### src/include/pc_check_params.svh
// PC check sizing macros shared by the package and all checker modules
`ifndef PC_CHECK_PARAMS_SVH
`define PC_CHECK_PARAMS_SVH

//////////////////////////////////////////////////
// Cluster size
//////////////////////////////////////////////////

// Number of harts, one checking lane each
`define PC_NUM_HARTS 4

// Hart id width, must cover PC_NUM_HARTS
`define PC_HART_W 2

//////////////////////////////////////////////////
// Address size
//////////////////////////////////////////////////

// RV32 address width
`define PC_XLEN 32

`endif
### src/pc_check_pkg.sv
// PC check package with record kinds, CSR selectors, error codes and record layouts
`default_nettype none

`include "pc_check_params.svh"

package pc_check_pkg;

  // Record kind, top 3 bits of every record
  typedef enum logic [2:0] {
    SEQ    = 3'd0,
    JUMP   = 3'd1,
    BRANCH = 3'd2,
    TRAP   = 3'd3,
    MRET   = 3'd4,
    CSR_WR = 3'd5
  } rec_kind_e;

  // CSR targeted by a CSR_WR record
  typedef enum logic [1:0] {
    MTVEC   = 2'd0,
    MEPC    = 2'd1,
    RESTART = 2'd2
  } csr_sel_e;

  // Error classes reported by a lane
  typedef enum logic [1:0] {
    NONE   = 2'd0,
    ADDR   = 2'd1,
    TARGET = 2'd2
  } err_code_e;

  // Control flow view, 72 bits
  typedef struct packed {
    rec_kind_e            kind;
    logic                 compressed;
    logic                 taken;
    logic [2:0]           pad0;
    logic [`PC_XLEN-1:0]  pc;
    logic [`PC_XLEN-1:0]  target;
  } flow_rec_t;

  // CSR update view, 72 bits, kind overlays the flow kind
  typedef struct packed {
    rec_kind_e            kind;
    csr_sel_e             csr_sel;
    logic [2:0]           pad0;
    logic [`PC_XLEN-1:0]  pad1;
    logic [`PC_XLEN-1:0]  value;
  } csr_rec_t;

  // One record word, kind picks the view
  typedef union packed {
    flow_rec_t flow;
    csr_rec_t  csr;
  } trace_rec_u;

endpackage

`default_nettype wire

### src/pc_check_top.sv
// PC hardening monitor top with router, per-hart check lanes and error collector
`timescale 1ns/1ps
`default_nettype none

`include "pc_check_params.svh"

module pc_check_top (
  input  logic                        clk,
  input  logic                        rst_n,
  input  logic                        enable_i,

  // Retirement record stream
  input  logic                        rec_valid_i,
  output logic                        rec_ready_o,
  input  logic [`PC_HART_W-1:0]       rec_hart_i,
  input  pc_check_pkg::trace_rec_u    rec_data_i,

  // Error reports
  output logic                        rpt_valid_o,
  input  logic                        rpt_ready_i,
  output logic [`PC_HART_W-1:0]       rpt_hart_o,
  output pc_check_pkg::err_code_e     rpt_code_o,
  output logic [`PC_XLEN-1:0]         rpt_pc_o,
  output logic [`PC_NUM_HARTS-1:0]    err_flags_o
);

  // Router to lanes
  logic [`PC_NUM_HARTS-1:0]   lane_valid;
  logic [`PC_NUM_HARTS-1:0]   lane_ready;
  pc_check_pkg::trace_rec_u   lane_rec;

  // Lanes to collector
  logic [`PC_NUM_HARTS-1:0]   err_valid;
  logic [`PC_NUM_HARTS-1:0]   err_ready;
  pc_check_pkg::err_code_e    err_code [`PC_NUM_HARTS];
  logic [`PC_XLEN-1:0]        err_pc [`PC_NUM_HARTS];

  pc_trace_router i_router (
    .clk          (clk),
    .rst_n        (rst_n),
    .rec_valid_i  (rec_valid_i),
    .rec_ready_o  (rec_ready_o),
    .rec_hart_i   (rec_hart_i),
    .rec_data_i   (rec_data_i),
    .lane_valid_o (lane_valid),
    .lane_ready_i (lane_ready),
    .lane_rec_o   (lane_rec)
  );

  // One lane per hart
  for (genvar k = 0; k < `PC_NUM_HARTS; k++) begin : g_lane
    pc_check_lane i_lane (
      .clk         (clk),
      .rst_n       (rst_n),
      .enable_i    (enable_i),
      .rec_valid_i (lane_valid[k]),
      .rec_ready_o (lane_ready[k]),
      .rec_i       (lane_rec),
      .err_valid_o (err_valid[k]),
      .err_ready_i (err_ready[k]),
      .err_code_o  (err_code[k]),
      .err_pc_o    (err_pc[k])
    );
  end

  pc_err_collector i_collector (
    .clk         (clk),
    .rst_n       (rst_n),
    .err_valid_i (err_valid),
    .err_ready_o (err_ready),
    .err_code_i  (err_code),
    .err_pc_i    (err_pc),
    .rpt_valid_o (rpt_valid_o),
    .rpt_ready_i (rpt_ready_i),
    .rpt_hart_o  (rpt_hart_o),
    .rpt_code_o  (rpt_code_o),
    .rpt_pc_o    (rpt_pc_o),
    .err_flags_o (err_flags_o)
  );

endmodule

`default_nettype wire

### src/pc_err_collector.sv
// Error collector that arbitrates lane error events into one report stream
`timescale 1ns/1ps
`default_nettype none

`include "pc_check_params.svh"

module pc_err_collector (
  input  logic                        clk,
  input  logic                        rst_n,

  // Lane error events
  input  logic [`PC_NUM_HARTS-1:0]    err_valid_i,
  output logic [`PC_NUM_HARTS-1:0]    err_ready_o,
  input  pc_check_pkg::err_code_e     err_code_i [`PC_NUM_HARTS],
  input  logic [`PC_XLEN-1:0]         err_pc_i [`PC_NUM_HARTS],

  // Report stream and sticky flags
  output logic                        rpt_valid_o,
  input  logic                        rpt_ready_i,
  output logic [`PC_HART_W-1:0]       rpt_hart_o,
  output pc_check_pkg::err_code_e     rpt_code_o,
  output logic [`PC_XLEN-1:0]         rpt_pc_o,
  output logic [`PC_NUM_HARTS-1:0]    err_flags_o
);

  logic [`PC_HART_W-1:0]      rr_ptr_q;
  logic                       rpt_valid_q;
  logic [`PC_HART_W-1:0]      rpt_hart_q;
  pc_check_pkg::err_code_e    rpt_code_q;
  logic [`PC_XLEN-1:0]        rpt_pc_q;
  logic [`PC_NUM_HARTS-1:0]   err_flags_q;

  logic                       rpt_free;
  logic                       sel_found;
  logic [`PC_HART_W-1:0]      sel_hart;
  logic                       take;

  // Report register free when empty or being taken
  assign rpt_free = !rpt_valid_q || rpt_ready_i;

  //////////////////////////////////////////////////
  // Round-robin pick starting at rr_ptr_q
  //////////////////////////////////////////////////

  always_comb begin
    logic [`PC_HART_W-1:0] cand;
    sel_found = 1'b0;
    sel_hart  = rr_ptr_q;
    for (int i = 0; i < `PC_NUM_HARTS; i++) begin
      cand = rr_ptr_q + `PC_HART_W'(i);
      if (!sel_found && err_valid_i[cand]) begin
        sel_found = 1'b1;
        sel_hart  = cand;
      end
    end
  end

  assign take = rpt_free && sel_found;

  always_comb begin
    err_ready_o = '0;
    if (take) begin
      err_ready_o[sel_hart] = 1'b1;
    end
  end

  always_ff @(posedge clk or negedge rst_n) begin
    if (!rst_n) begin
      rr_ptr_q    <= '0;
      rpt_valid_q <= 1'b0;
      err_flags_q <= '0;
    end else if (take) begin
      rpt_valid_q           <= 1'b1;
      err_flags_q[sel_hart] <= 1'b1;
      // Winner goes to the back of the line
      rr_ptr_q              <= sel_hart + 1'b1;
    end else if (rpt_ready_i) begin
      rpt_valid_q <= 1'b0;
    end
  end

  // Report payload
  always_ff @(posedge clk) begin
    if (take) begin
      rpt_hart_q <= sel_hart;
      rpt_code_q <= err_code_i[sel_hart];
      rpt_pc_q   <= err_pc_i[sel_hart];
    end
  end

  assign rpt_valid_o = rpt_valid_q;
  assign rpt_hart_o  = rpt_hart_q;
  assign rpt_code_o  = rpt_code_q;
  assign rpt_pc_o    = rpt_pc_q;
  assign err_flags_o = err_flags_q;

endmodule

`default_nettype wire

### src/pc_check_lane.sv
// Per-hart PC check lane tracking the expected PC and trap CSRs to flag errors
`timescale 1ns/1ps
`default_nettype none

`include "pc_check_params.svh"

module pc_check_lane (
  input  logic                        clk,
  input  logic                        rst_n,
  input  logic                        enable_i,

  // Records from the router
  input  logic                        rec_valid_i,
  output logic                        rec_ready_o,
  input  pc_check_pkg::trace_rec_u    rec_i,

  // Error event to the collector
  output logic                        err_valid_o,
  input  logic                        err_ready_i,
  output pc_check_pkg::err_code_e     err_code_o,
  output logic [`PC_XLEN-1:0]         err_pc_o
);

  //////////////////////////////////////////////////
  // State
  //////////////////////////////////////////////////

  logic [`PC_XLEN-1:0]      exp_pc_q;
  logic                     known_q;
  logic [`PC_XLEN-1:0]      mtvec_q;
  logic [`PC_XLEN-1:0]      mepc_q;
  logic                     err_valid_q;
  pc_check_pkg::err_code_e  err_code_q;
  logic [`PC_XLEN-1:0]      err_pc_q;

  logic                     rec_accept;
  logic                     is_csr;
  logic [`PC_XLEN-1:0]      seq_pc;
  logic [`PC_XLEN-1:0]      next_pc;
  logic                     addr_err;
  logic                     tgt_err;
  pc_check_pkg::err_code_e  rec_code;

  // Stall new records while an event waits
  assign rec_ready_o = !err_valid_q;
  assign rec_accept  = rec_valid_i && rec_ready_o;
  assign is_csr      = (rec_i.flow.kind == pc_check_pkg::CSR_WR);

  //////////////////////////////////////////////////
  // Checks
  //////////////////////////////////////////////////

  // Mismatch against tracked PC, skipped until a PC is known
  assign addr_err = enable_i && !is_csr && known_q && (rec_i.flow.pc != exp_pc_q);

  // Trap and mret must land on the CSR copy
  assign tgt_err = enable_i &&
                   (((rec_i.flow.kind == pc_check_pkg::TRAP) && (rec_i.flow.target != mtvec_q)) ||
                    ((rec_i.flow.kind == pc_check_pkg::MRET) && (rec_i.flow.target != mepc_q)));

  // ADDR wins over TARGET
  assign rec_code = addr_err ? pc_check_pkg::ADDR   :
                    tgt_err  ? pc_check_pkg::TARGET : pc_check_pkg::NONE;

  //////////////////////////////////////////////////
  // Next PC
  //////////////////////////////////////////////////

  // Fall-through by instruction length
  assign seq_pc = rec_i.flow.pc + (rec_i.flow.compressed ? `PC_XLEN'(2) : `PC_XLEN'(4));

  always_comb begin
    next_pc = seq_pc;
    case (rec_i.flow.kind)
      pc_check_pkg::JUMP:   next_pc = rec_i.flow.target;
      pc_check_pkg::BRANCH: begin
        if (rec_i.flow.taken) begin
          next_pc = rec_i.flow.target;
        end
      end
      // Redirect to CSR copy even when the reported target is off
      pc_check_pkg::TRAP:   next_pc = mtvec_q;
      pc_check_pkg::MRET:   next_pc = mepc_q;
      default:              next_pc = seq_pc;
    endcase
  end

  always_ff @(posedge clk or negedge rst_n) begin
    if (!rst_n) begin
      known_q     <= 1'b0;
      mtvec_q     <= '0;
      mepc_q      <= '0;
      err_valid_q <= 1'b0;
    end else begin
      if (err_valid_q && err_ready_i) begin
        err_valid_q <= 1'b0;
      end
      if (rec_accept) begin
        if (is_csr) begin
          case (rec_i.csr.csr_sel)
            pc_check_pkg::MTVEC:   mtvec_q <= rec_i.csr.value;
            pc_check_pkg::MEPC:    mepc_q  <= rec_i.csr.value;
            pc_check_pkg::RESTART: known_q <= 1'b1;
            default:               ;
          endcase
        end else begin
          // First flow record after enable only seeds the tracker
          known_q <= 1'b1;
        end
        if (rec_code != pc_check_pkg::NONE) begin
          err_valid_q <= 1'b1;
        end
      end
      // Disabled lane forgets its PC
      if (!enable_i) begin
        known_q <= 1'b0;
      end
    end
  end

  // Expected PC and event payload
  always_ff @(posedge clk) begin
    if (rec_accept) begin
      if (!is_csr) begin
        exp_pc_q <= next_pc;
      end else if (rec_i.csr.csr_sel == pc_check_pkg::RESTART) begin
        exp_pc_q <= rec_i.csr.value;
      end
      if (rec_code != pc_check_pkg::NONE) begin
        err_code_q <= rec_code;
        err_pc_q   <= rec_i.flow.pc;
      end
    end
  end

  assign err_valid_o = err_valid_q;
  assign err_code_o  = err_code_q;
  assign err_pc_o    = err_pc_q;

endmodule

`default_nettype wire

### src/pc_trace_router.sv
// Trace router that registers each retirement record and steers it to its hart lane
`timescale 1ns/1ps
`default_nettype none

`include "pc_check_params.svh"

module pc_trace_router (
  input  logic                        clk,
  input  logic                        rst_n,

  // Record input stream
  input  logic                        rec_valid_i,
  output logic                        rec_ready_o,
  input  logic [`PC_HART_W-1:0]       rec_hart_i,
  input  pc_check_pkg::trace_rec_u    rec_data_i,

  // Per-lane streams, record bus shared
  output logic [`PC_NUM_HARTS-1:0]    lane_valid_o,
  input  logic [`PC_NUM_HARTS-1:0]    lane_ready_i,
  output pc_check_pkg::trace_rec_u    lane_rec_o
);

  // Slot state
  logic                       slot_valid_q;
  logic [`PC_HART_W-1:0]      slot_hart_q;
  pc_check_pkg::trace_rec_u   slot_rec_q;

  logic                       slot_drain;
  logic                       rec_accept;

  // Slot empties when its addressed lane takes it
  assign slot_drain  = slot_valid_q && lane_ready_i[slot_hart_q];
  // Refill allowed while draining in the same cycle
  assign rec_ready_o = !slot_valid_q || slot_drain;
  assign rec_accept  = rec_valid_i && rec_ready_o;

  // One-hot steering from the stored hart id
  always_comb begin
    lane_valid_o = '0;
    if (slot_valid_q) begin
      lane_valid_o[slot_hart_q] = 1'b1;
    end
  end

  assign lane_rec_o = slot_rec_q;

  always_ff @(posedge clk or negedge rst_n) begin
    if (!rst_n) begin
      slot_valid_q <= 1'b0;
    end else if (rec_accept) begin
      slot_valid_q <= 1'b1;
    end else if (slot_drain) begin
      slot_valid_q <= 1'b0;
    end
  end

  // Slot payload
  always_ff @(posedge clk) begin
    if (rec_accept) begin
      slot_hart_q <= rec_hart_i;
      slot_rec_q  <= rec_data_i;
    end
  end

endmodule

`default_nettype wire

### config.mk
export PLATFORM = sky130hd
export DESIGN_NAME = pc_check_top
export DESIGN_NICKNAME = d
export VERILOG_FILES = /design/src/pc_check_pkg.sv /design/src/pc_check_top.sv /design/src/pc_err_collector.sv /design/src/pc_check_lane.sv /design/src/pc_trace_router.sv
export VERILOG_INCLUDE_DIRS = /design/src /design/src/include
export SDC_FILE = /design/constraint.sdc
export NUM_CORES = 1
export LEC_CHECK = 0
export ABC_AREA = 1
export BUFFER_PORTS_ARGS = -buffer_cell sky130_fd_sc_hd__buf_2
export CAP_MARGIN = 0
export CORE_MARGIN = 4
export CORE_UTILIZATION = 55
export DETAILED_ROUTE_END_ITERATION = 12
export GPL_TIMING_DRIVEN = 0
export PLACE_DENSITY = 0.84
export SLEW_MARGIN = 15
export SYNTH_ARGS = -nofsm -noshare
export SYNTH_HDL_FRONTEND = slang
export SYNTH_SLANG_ARGS = --single-unit
### constraint.sdc
create_clock -name clk -period 5.8 [get_ports clk]
set_input_delay 0 -clock clk [delete_from_list [all_inputs] [get_ports clk]]
set_output_delay 0 -clock clk [all_outputs]
set_load 0.03 [all_outputs]
# Word level (Yosys, flattened, before mapping)
# Cells that the tools add are included.
[op_classes]
n_addsub = 5
order_cmp = 9
eq_ne = 25
muxes = 74
bitwise = 2
n_reduce_logical = 80
[op_table]
columns = ["operator", "n"]
rows = [
  ["32-bit one-hot mux with 4 select lines", 4],
  ["32-bit != test", 12],
  ["32-bit two-way mux", 8],
  ["32-bit binary-select mux with 2-bit select", 1],
  ["1-bit logical AND", 37],
  ["1-bit two-way mux", 37],
  ["32-bit adder", 1],
  ["2-bit two-way mux", 13],
  ["2-bit AND reduction", 12],
  ["3-bit AND reduction", 8],
  ["2-bit by 3-bit less-than comparator with 1-bit output (second input constant)", 6],
  ["2-bit nonzero test", 6],
  ["1-bit binary-select mux with 2-bit select", 5],
  ["1-bit logical NOT", 10],
  ["4-bit two-way mux", 2],
  ["2-bit by 1-bit != test with 1-bit output (second input constant)", 4],
  ["3-bit by 2-bit equality test with 1-bit output (second input constant)", 2],
  ["3-bit equality test (second input constant)", 2],
  ["1-bit logical OR", 6],
  ["2-bit by 1-bit adder with 2-bit output (second input constant)", 2],
  ["2-bit adder (second input constant)", 2],
  ["2-bit binary-select mux with 2-bit select", 1],
  ["1-bit demux with 2-bit select", 2],
  ["2-bit by 1-bit greater-or-equal comparator with 1-bit output (second input constant)", 2],
  ["10 further kinds", 10],
]
[totals]
regBits = 646
input_bits = 79
out_inout_bits = 42
elab_cells = 232

# Logic depth before layout (Yosys ltp)
[depth]
depth_word = 21
ltp_mapped = 18

# Modules after synthesis
# A second synthesis with hierarchy kept.
[unflattened]
cells_unflattened = 4358
area_unflattened_um2 = 36221.0
[by_module_without_submodules]
columns = ["mod", "n_inst", "cells_per_inst", "area_each_um2", "seq_area_each_um2"]
rows = [
  ["pc_check_lane at g_lane[2].i_lane ...", 2, 971, 7777.5, 3633.5],
  ["pc_check_lane at g_lane[0].i_lane ...", 2, 920, 7623.6, 3633.5],
  ["pc_err_collector", 1, 478, 3060.4, 1256.2],
  ["pc_trace_router", 1, 98, 2358.5, 2247.2],
]

# Worst setup path before layout
# Ideal clock, no wire load.
[synth_path]
kind = "register -> register"
from = "reg i_router.slot_hart_q[0]"
to = "reg i_router.slot_rec_q (netlist bit i_router.lane_rec_o[0]) (enable)"
setup_ns = 0.523
t_arrival_ns = 4.171
required_ns = 5.277
slack_ns = 1.106
path_stages_with_launch = 4
n_path_buf = 0
synth_period_minus_slack_ns = 4.694
path_cell_list = "edfxtp_1 > a31oi_1 > o21ai_0 > a21oi_1"
[synth_between]
elab_chain_len = 5
[synth_lines]
columns = ["item", "line", "source"]
rows = [
  ["start, declared", "pc_trace_router.sv:25", "logic [`PC_HART_W-1:0] slot_hart_q;"],
  ["start signal, assigned", "pc_trace_router.sv:60", "slot_hart_q <= rec_hart_i;"],
  ["1-bit binary-select mux with 2-bit select", "pc_trace_router.sv:32", "assign slot_drain = slot_valid_q && lane_ready_i[slot_hart_q];"],
  ["1-bit two-way mux (not written as such)", "pc_trace_router.sv:32", ""],
  ["1-bit logical AND", "pc_trace_router.sv:32", ""],
  ["1-bit logical OR", "pc_trace_router.sv:34", "assign rec_ready_o = !slot_valid_q || slot_drain;"],
  ["1-bit logical AND", "pc_trace_router.sv:35", "assign rec_accept = rec_valid_i && rec_ready_o;"],
  ["via i_router.rec_accept", "pc_trace_router.sv:29", "logic rec_accept;"],
  ["end signal, assigned", "pc_trace_router.sv:61", "slot_rec_q <= rec_data_i;"],
  ["end, declared", "pc_trace_router.sv:26", "pc_check_pkg::trace_rec_u slot_rec_q;"],
]
# The timed path passes the listed nets, and every way through them passes these cells. The select of a mux whose other input is x is not followed.
# A chain may end at the register's enable or synchronous reset.

# Worst setup path in the final report
[layout_path]
from = "reg i_router.slot_rec_q (netlist bit i_router.lane_rec_o[34])"
to = "reg g_lane[2].i_lane.exp_pc_q[11] (data pin)"
[layout_between]
elab_chain_len = 4
[layout_lines]
columns = ["item", "line", "source"]
rows = [
  ["32-bit adder *", "pc_check_lane.sv:70", "assign seq_pc = rec_i.flow.pc + (rec_i.flow.compressed ? `PC_XLEN'(2) : `PC_XLEN'(4));"],
  ["32-bit two-way mux", "pc_check_lane.sv:77", "if (rec_i.flow.taken) begin"],
  ["32-bit one-hot mux with 4 select lines *", "pc_check_lane.sv:74", "case (rec_i.flow.kind)"],
  ["32-bit two-way mux *", "pc_check_lane.sv:124", "if (!is_csr) begin"],
  ["end signal, assigned", "pc_check_lane.sv:125", "exp_pc_q <= next_pc;"],
  ["end signal, assigned", "pc_check_lane.sv:127", "exp_pc_q <= rec_i.csr.value;"],
  ["end, declared", "pc_check_lane.sv:28", "logic [`PC_XLEN-1:0] exp_pc_q;"],
]
# Mark *: on every way between the ends. The rest lies on a longest branch, timed or not.

==> results.py <==
metrics = {
    "outcome": {
        "status": "finished, final reports clean",
    },
    "die": {
        "die_h_um": 253,
        "die_x_um": 253,
        "start_util_pct": 55.8,
        "rows": 89,
        "pin_count": 121,
        "core_mm2": 0.0591,
        "die-area_mm2": 0.0639,
    },
    "clock_tree": {
        "postCtsSetupBuffers": 0,
        "clock_path_buffers": 3,
        "cts_max_level": 3,
        "root_buffer": "clkbuf_16",
        "ctsResizeCount": 0,
        "numCtsBuffers": 69,
        "clk_pin_slew_ns": 0.06,
        "clk_latency_ns": 0.63,
        "cts_tree": "done",
        "cts.sinks": 643,
    },
    "placement": {
        "routabilityCongestion": 0.988,
        "dpl.hpwl_um": 74100,
        "placed_area_mm2": 0.0348,
        "io_buffer_count": 117,
    },
    "cells_and_area": {
        "fillers": 4699,
        "drive_gt1_share_pct": 8.39,
        "area_growth_pct": 14.7,
        "nets": 4155,
        "seq_area_mm2": 0.0179,
        "multi_input_area_mm2": 0.0132,
        "utilization_pct": 63.9,
        "fin_area_mm2": 0.0378,
    },
    "route": {
        "drc_errors": 0,
        "dr.pass1.iters": 6,
        "drtAntennaViolNets": 0,
        "dr_total_vias": 27900,
        "viasPerCell": 5.70,
        "detail_route.wl_per_cell_um": 20.5,
        "first_iter_violations": 3612,
        "wirelength_um": 100000,
    },
    "logic_synthesis": {
        "yosysWarnings": 0,
        "synth_mux_area_share_pct": 0,
        "syn_avg_cell_area_um2": 8.69,
        "syn-instance-count": 3794,
        "synth.area.top_cells": "edfxtp_1 34%, dfrtp_1 21%, nand2_1 16%",
        "ys_top_cells_by_count": "1427 x nand2_1, 371 x edfxtp_1, 272 x dfrtp_1",
        "ys_seq_area_share_pct": 54.4,
        "synth-compound-area-share_pct": 7.09,
        "async_flop_share_pct": 42.3,
        "yosys_register_bits": 643,
        "synth_top_area_share_pct": 33.8,
        "syn_area_mm2": 0.0330,
        "synth_enable_flop_cells": 371,
        "synthDistinctLibCells": 41,
        "synthXorXnorAreaFrac_pct": 8.47,
        "synthFlopType": "edfxtp_1",
        "synthAdderAreaFrac_pct": 0.288,
        "syn_nets": 3880,
        "synth_top_family_by_area": "simple AND/OR/NAND/NOR gates",
        "post-synth-top-count-cell": "nand2_1",
        "yosysTopAreaCell": "edfxtp_1",
        "synth-simple-area-share_pct": 24.0,
    },
    "pwr": {
        "switching_share_pct": 38.2,
        "total_power_mw": 16.3,
        "intPower_mw": 10.1,
        "seqPwrFrac_pct": 38.9,
        "cellLeakagePower_nw": 16.0,
        "p_sw_mw": 6.23,
        "powerDensity_mw_per_mm2": 432,
        "ir_drop_mv": 0.341,
        "combPwrFrac_pct": 34.7,
        "clkPwrFrac_pct": 26.3,
    },
    "sta": {
        "hold_violations": 0,
        "finalMaxSlewViolations": 0,
        "fmax_mhz": 250,
        "maxSlewHeadroom_pct": 18.9,
        "fin_tns_setup_ns": 0,
        "worst-slew-pin-transition_ns": 1.20,
        "layout_worst_path_cycle_share_pct": 68.8,
        "setup_viol": 0,
        "skew_ns": 0.0282,
        "period_minus_slack_ns": 3.99,
        "rsz0062_at_grt": "false",
    },
    "hold_path": {
        "min-delay-start": "rec_data_i[29]",
        "worst_hold_path_type": "in -> reg",
        "hold_path_depth": 2,
        "hold_path_end": "i_router.lane_rec_o[29]",
    },
    "worst_setup_path": {
        "worst_path_most_repeated_cell": "nand2_1",
        "r2r-start": "i_router.lane_rec_o[34]",
        "crit_fanout": 6,
        "crit_slowest_cell": "edfxtp_1",
        "crit_path_end_kind": "flip-flop",
        "startpoint_type": "flip-flop",
        "max_stage_delay_ns": 0.50,
        "reg2regPathDepth": 15,
        "worst-setup-path-type": "reg -> reg",
        "r2r_end": "g_lane[2].i_lane.exp_pc_q[11]",
        "cp.required_ns": 6.18,
        "crit_chain": "clkbuf_1 -> inv_1 -> fa_1 -> inv_1 -> nand2_1 -> nor2_1 -> nand2_1 -> nor2_1 -> xor2_1 -> nand2_1 -> nand2_1 -> inv_1 -> nand4_1 -> nand2_1 -> nand2_1",
        "rrSetupSlack_ns": 1.81,
        "cp_data_arrival_time_ns": 4.37,
    },
    "global_routing": {
        "grt_pass1_wl_um": 152000,
        "grt_max_degree": 93,
        "first_global_vias": 25900,
        "grt_overflow": 0,
        "antenna_found_initial": 0,
        "grt_usage_pct": 31.0,
    },
    "flow_run": {
        "drv_cap": 0,
    },
}
[worst max-delay path: cells and delay by family (launching register included)]
kind / cells / cell delay, ns
simple gates: 9 / 1.98
flops: 1 / 0.50
xor+xnor: 1 / 0.22
buf+inv: 4 / 0.59
fa+ha+maj: 1 / 0.45
[cell type report]
cell class,instances,share of cell area (%)
sequential,643,47.5
multi-input combinational,2674,34.9
clock buffer,97,5.26
timing repair buffer,204,4.29
inverter,276,2.74
tap,773,2.56
buffer,201,2.26
clock inverter,27,0.520
antenna,1,0.00662
[flip-flops by register name (all words and copies together), names as in the netlist, 4 cells and up]
register                   cells
g_lane.i_lane.err_valid_o      4
i_collector.err_flags_o        4
i_router.lane_rec_o           69
g_lane.i_lane.err_pc_o       128
g_lane.i_lane.mepc_q         128
g_lane.i_lane.err_code_o       8
g_lane.i_lane.mtvec_q        128
g_lane.i_lane.known_q          4
g_lane.i_lane.exp_pc_q       128
i_collector.rpt_pc_o          32
[per-layer routing]
metal | part of all wire, % | GRT usage, %
met1 | 39 | 42.5
met2 | 45 | 47.9
met3 | 11 | 6.60
met4 | 5.5 | 14.3
met5 | 0 | 0
[cell usage in the layout (no fill, tap or decap), drive strengths merged]
| master | count |
|---|---|
| a22oi | 1 |
| clkbuf | 217 |
| xor2 | 55 |
| ha | 6 |
| dlygate4sd3 | 76 |
| nand3b | 1 |
| dfrtp | 272 |
| diode | 1 |
| xnor2 | 263 |
| o22ai | 16 |
| bufinv | 1 |
| nor3b | 8 |
| clkinvlp | 3 |
| or2 | 15 |
| nor3 | 44 |
| nor2 | 183 |
| a21oi | 10 |
| buf | 209 |
| o2111ai | 4 |
| edfxtp | 371 |
| clkinv | 21 |
| nand2 | 1431 |
| a31oi | 1 |
| nor4 | 4 |
| o21ai | 337 |
| a22o | 46 |
| nand4 | 118 |
| inv | 278 |
| o21bai | 5 |
| nand3 | 125 |
| fa | 1 |
[power groups by stage]
stage	clock [mW]	combinational, mW	sequential (mW)
final	4.30	5.67	6.36
after CTS	4.33	5.60	6.34
after detailed placement	0	5.50	6.42
after global placement	0	5.27	6.43
after floorplan	0	3.58	6.62
after global routing	4.49	6.30	6.42
[cells by family (layout without fill, tap and decap cells)]
logic type               Yosys count  in the layout
flip-flops                       643            643
AND/OR/NAND/NOR                 1929           1929
buffers and inverters            477            805
other                              0              1
adder cells (fa/ha/maj)            7              7
AO/OA/AOI/OAI                    420            420
XOR/XNOR                         318            318
[through the flow]
step | setup WS, ns | hold WS (ns) | instances
6_report | 1.81 | 0.0720 | 4896
2_1_floorplan | 1.11 | -0.296 | 3794
3_5_place_dp | 1.96 | -0.0980 | 4694
5_1_grt | 1.73 | 0.0634 | 4895
4_1_cts | 1.95 | 0.0457 | 4895
3_3_place_gp | -1.32 | 0.176 | 4684
[how the worst max path moves through the flow]
stage	startpoint	to	cells past startpoint
floorplan	i_router.slot_hart_q[0]	i_router.lane_rec_o[0]	3
global placement	i_router.slot_hart_q[0]	i_router.lane_rec_o[22]	4
detailed placement	i_router.lane_rec_o[34]	g_lane[2].i_lane.exp_pc_q[31]	15
CTS	i_router.lane_rec_o[34]	g_lane[2].i_lane.exp_pc_q[31]	15
global route	i_router.lane_rec_o[34]	g_lane[1].i_lane.exp_pc_q[11]	15
finish	i_router.lane_rec_o[34]	g_lane[2].i_lane.exp_pc_q[11]	15
[timing repair]
item | CTS | global route
endpoints found under the setup margin | 0 | 0
hold buffers | 77 | 0
hold endpoints to repair | 227 | 0
Note: power is estimated with default switching activity, not from simulation.
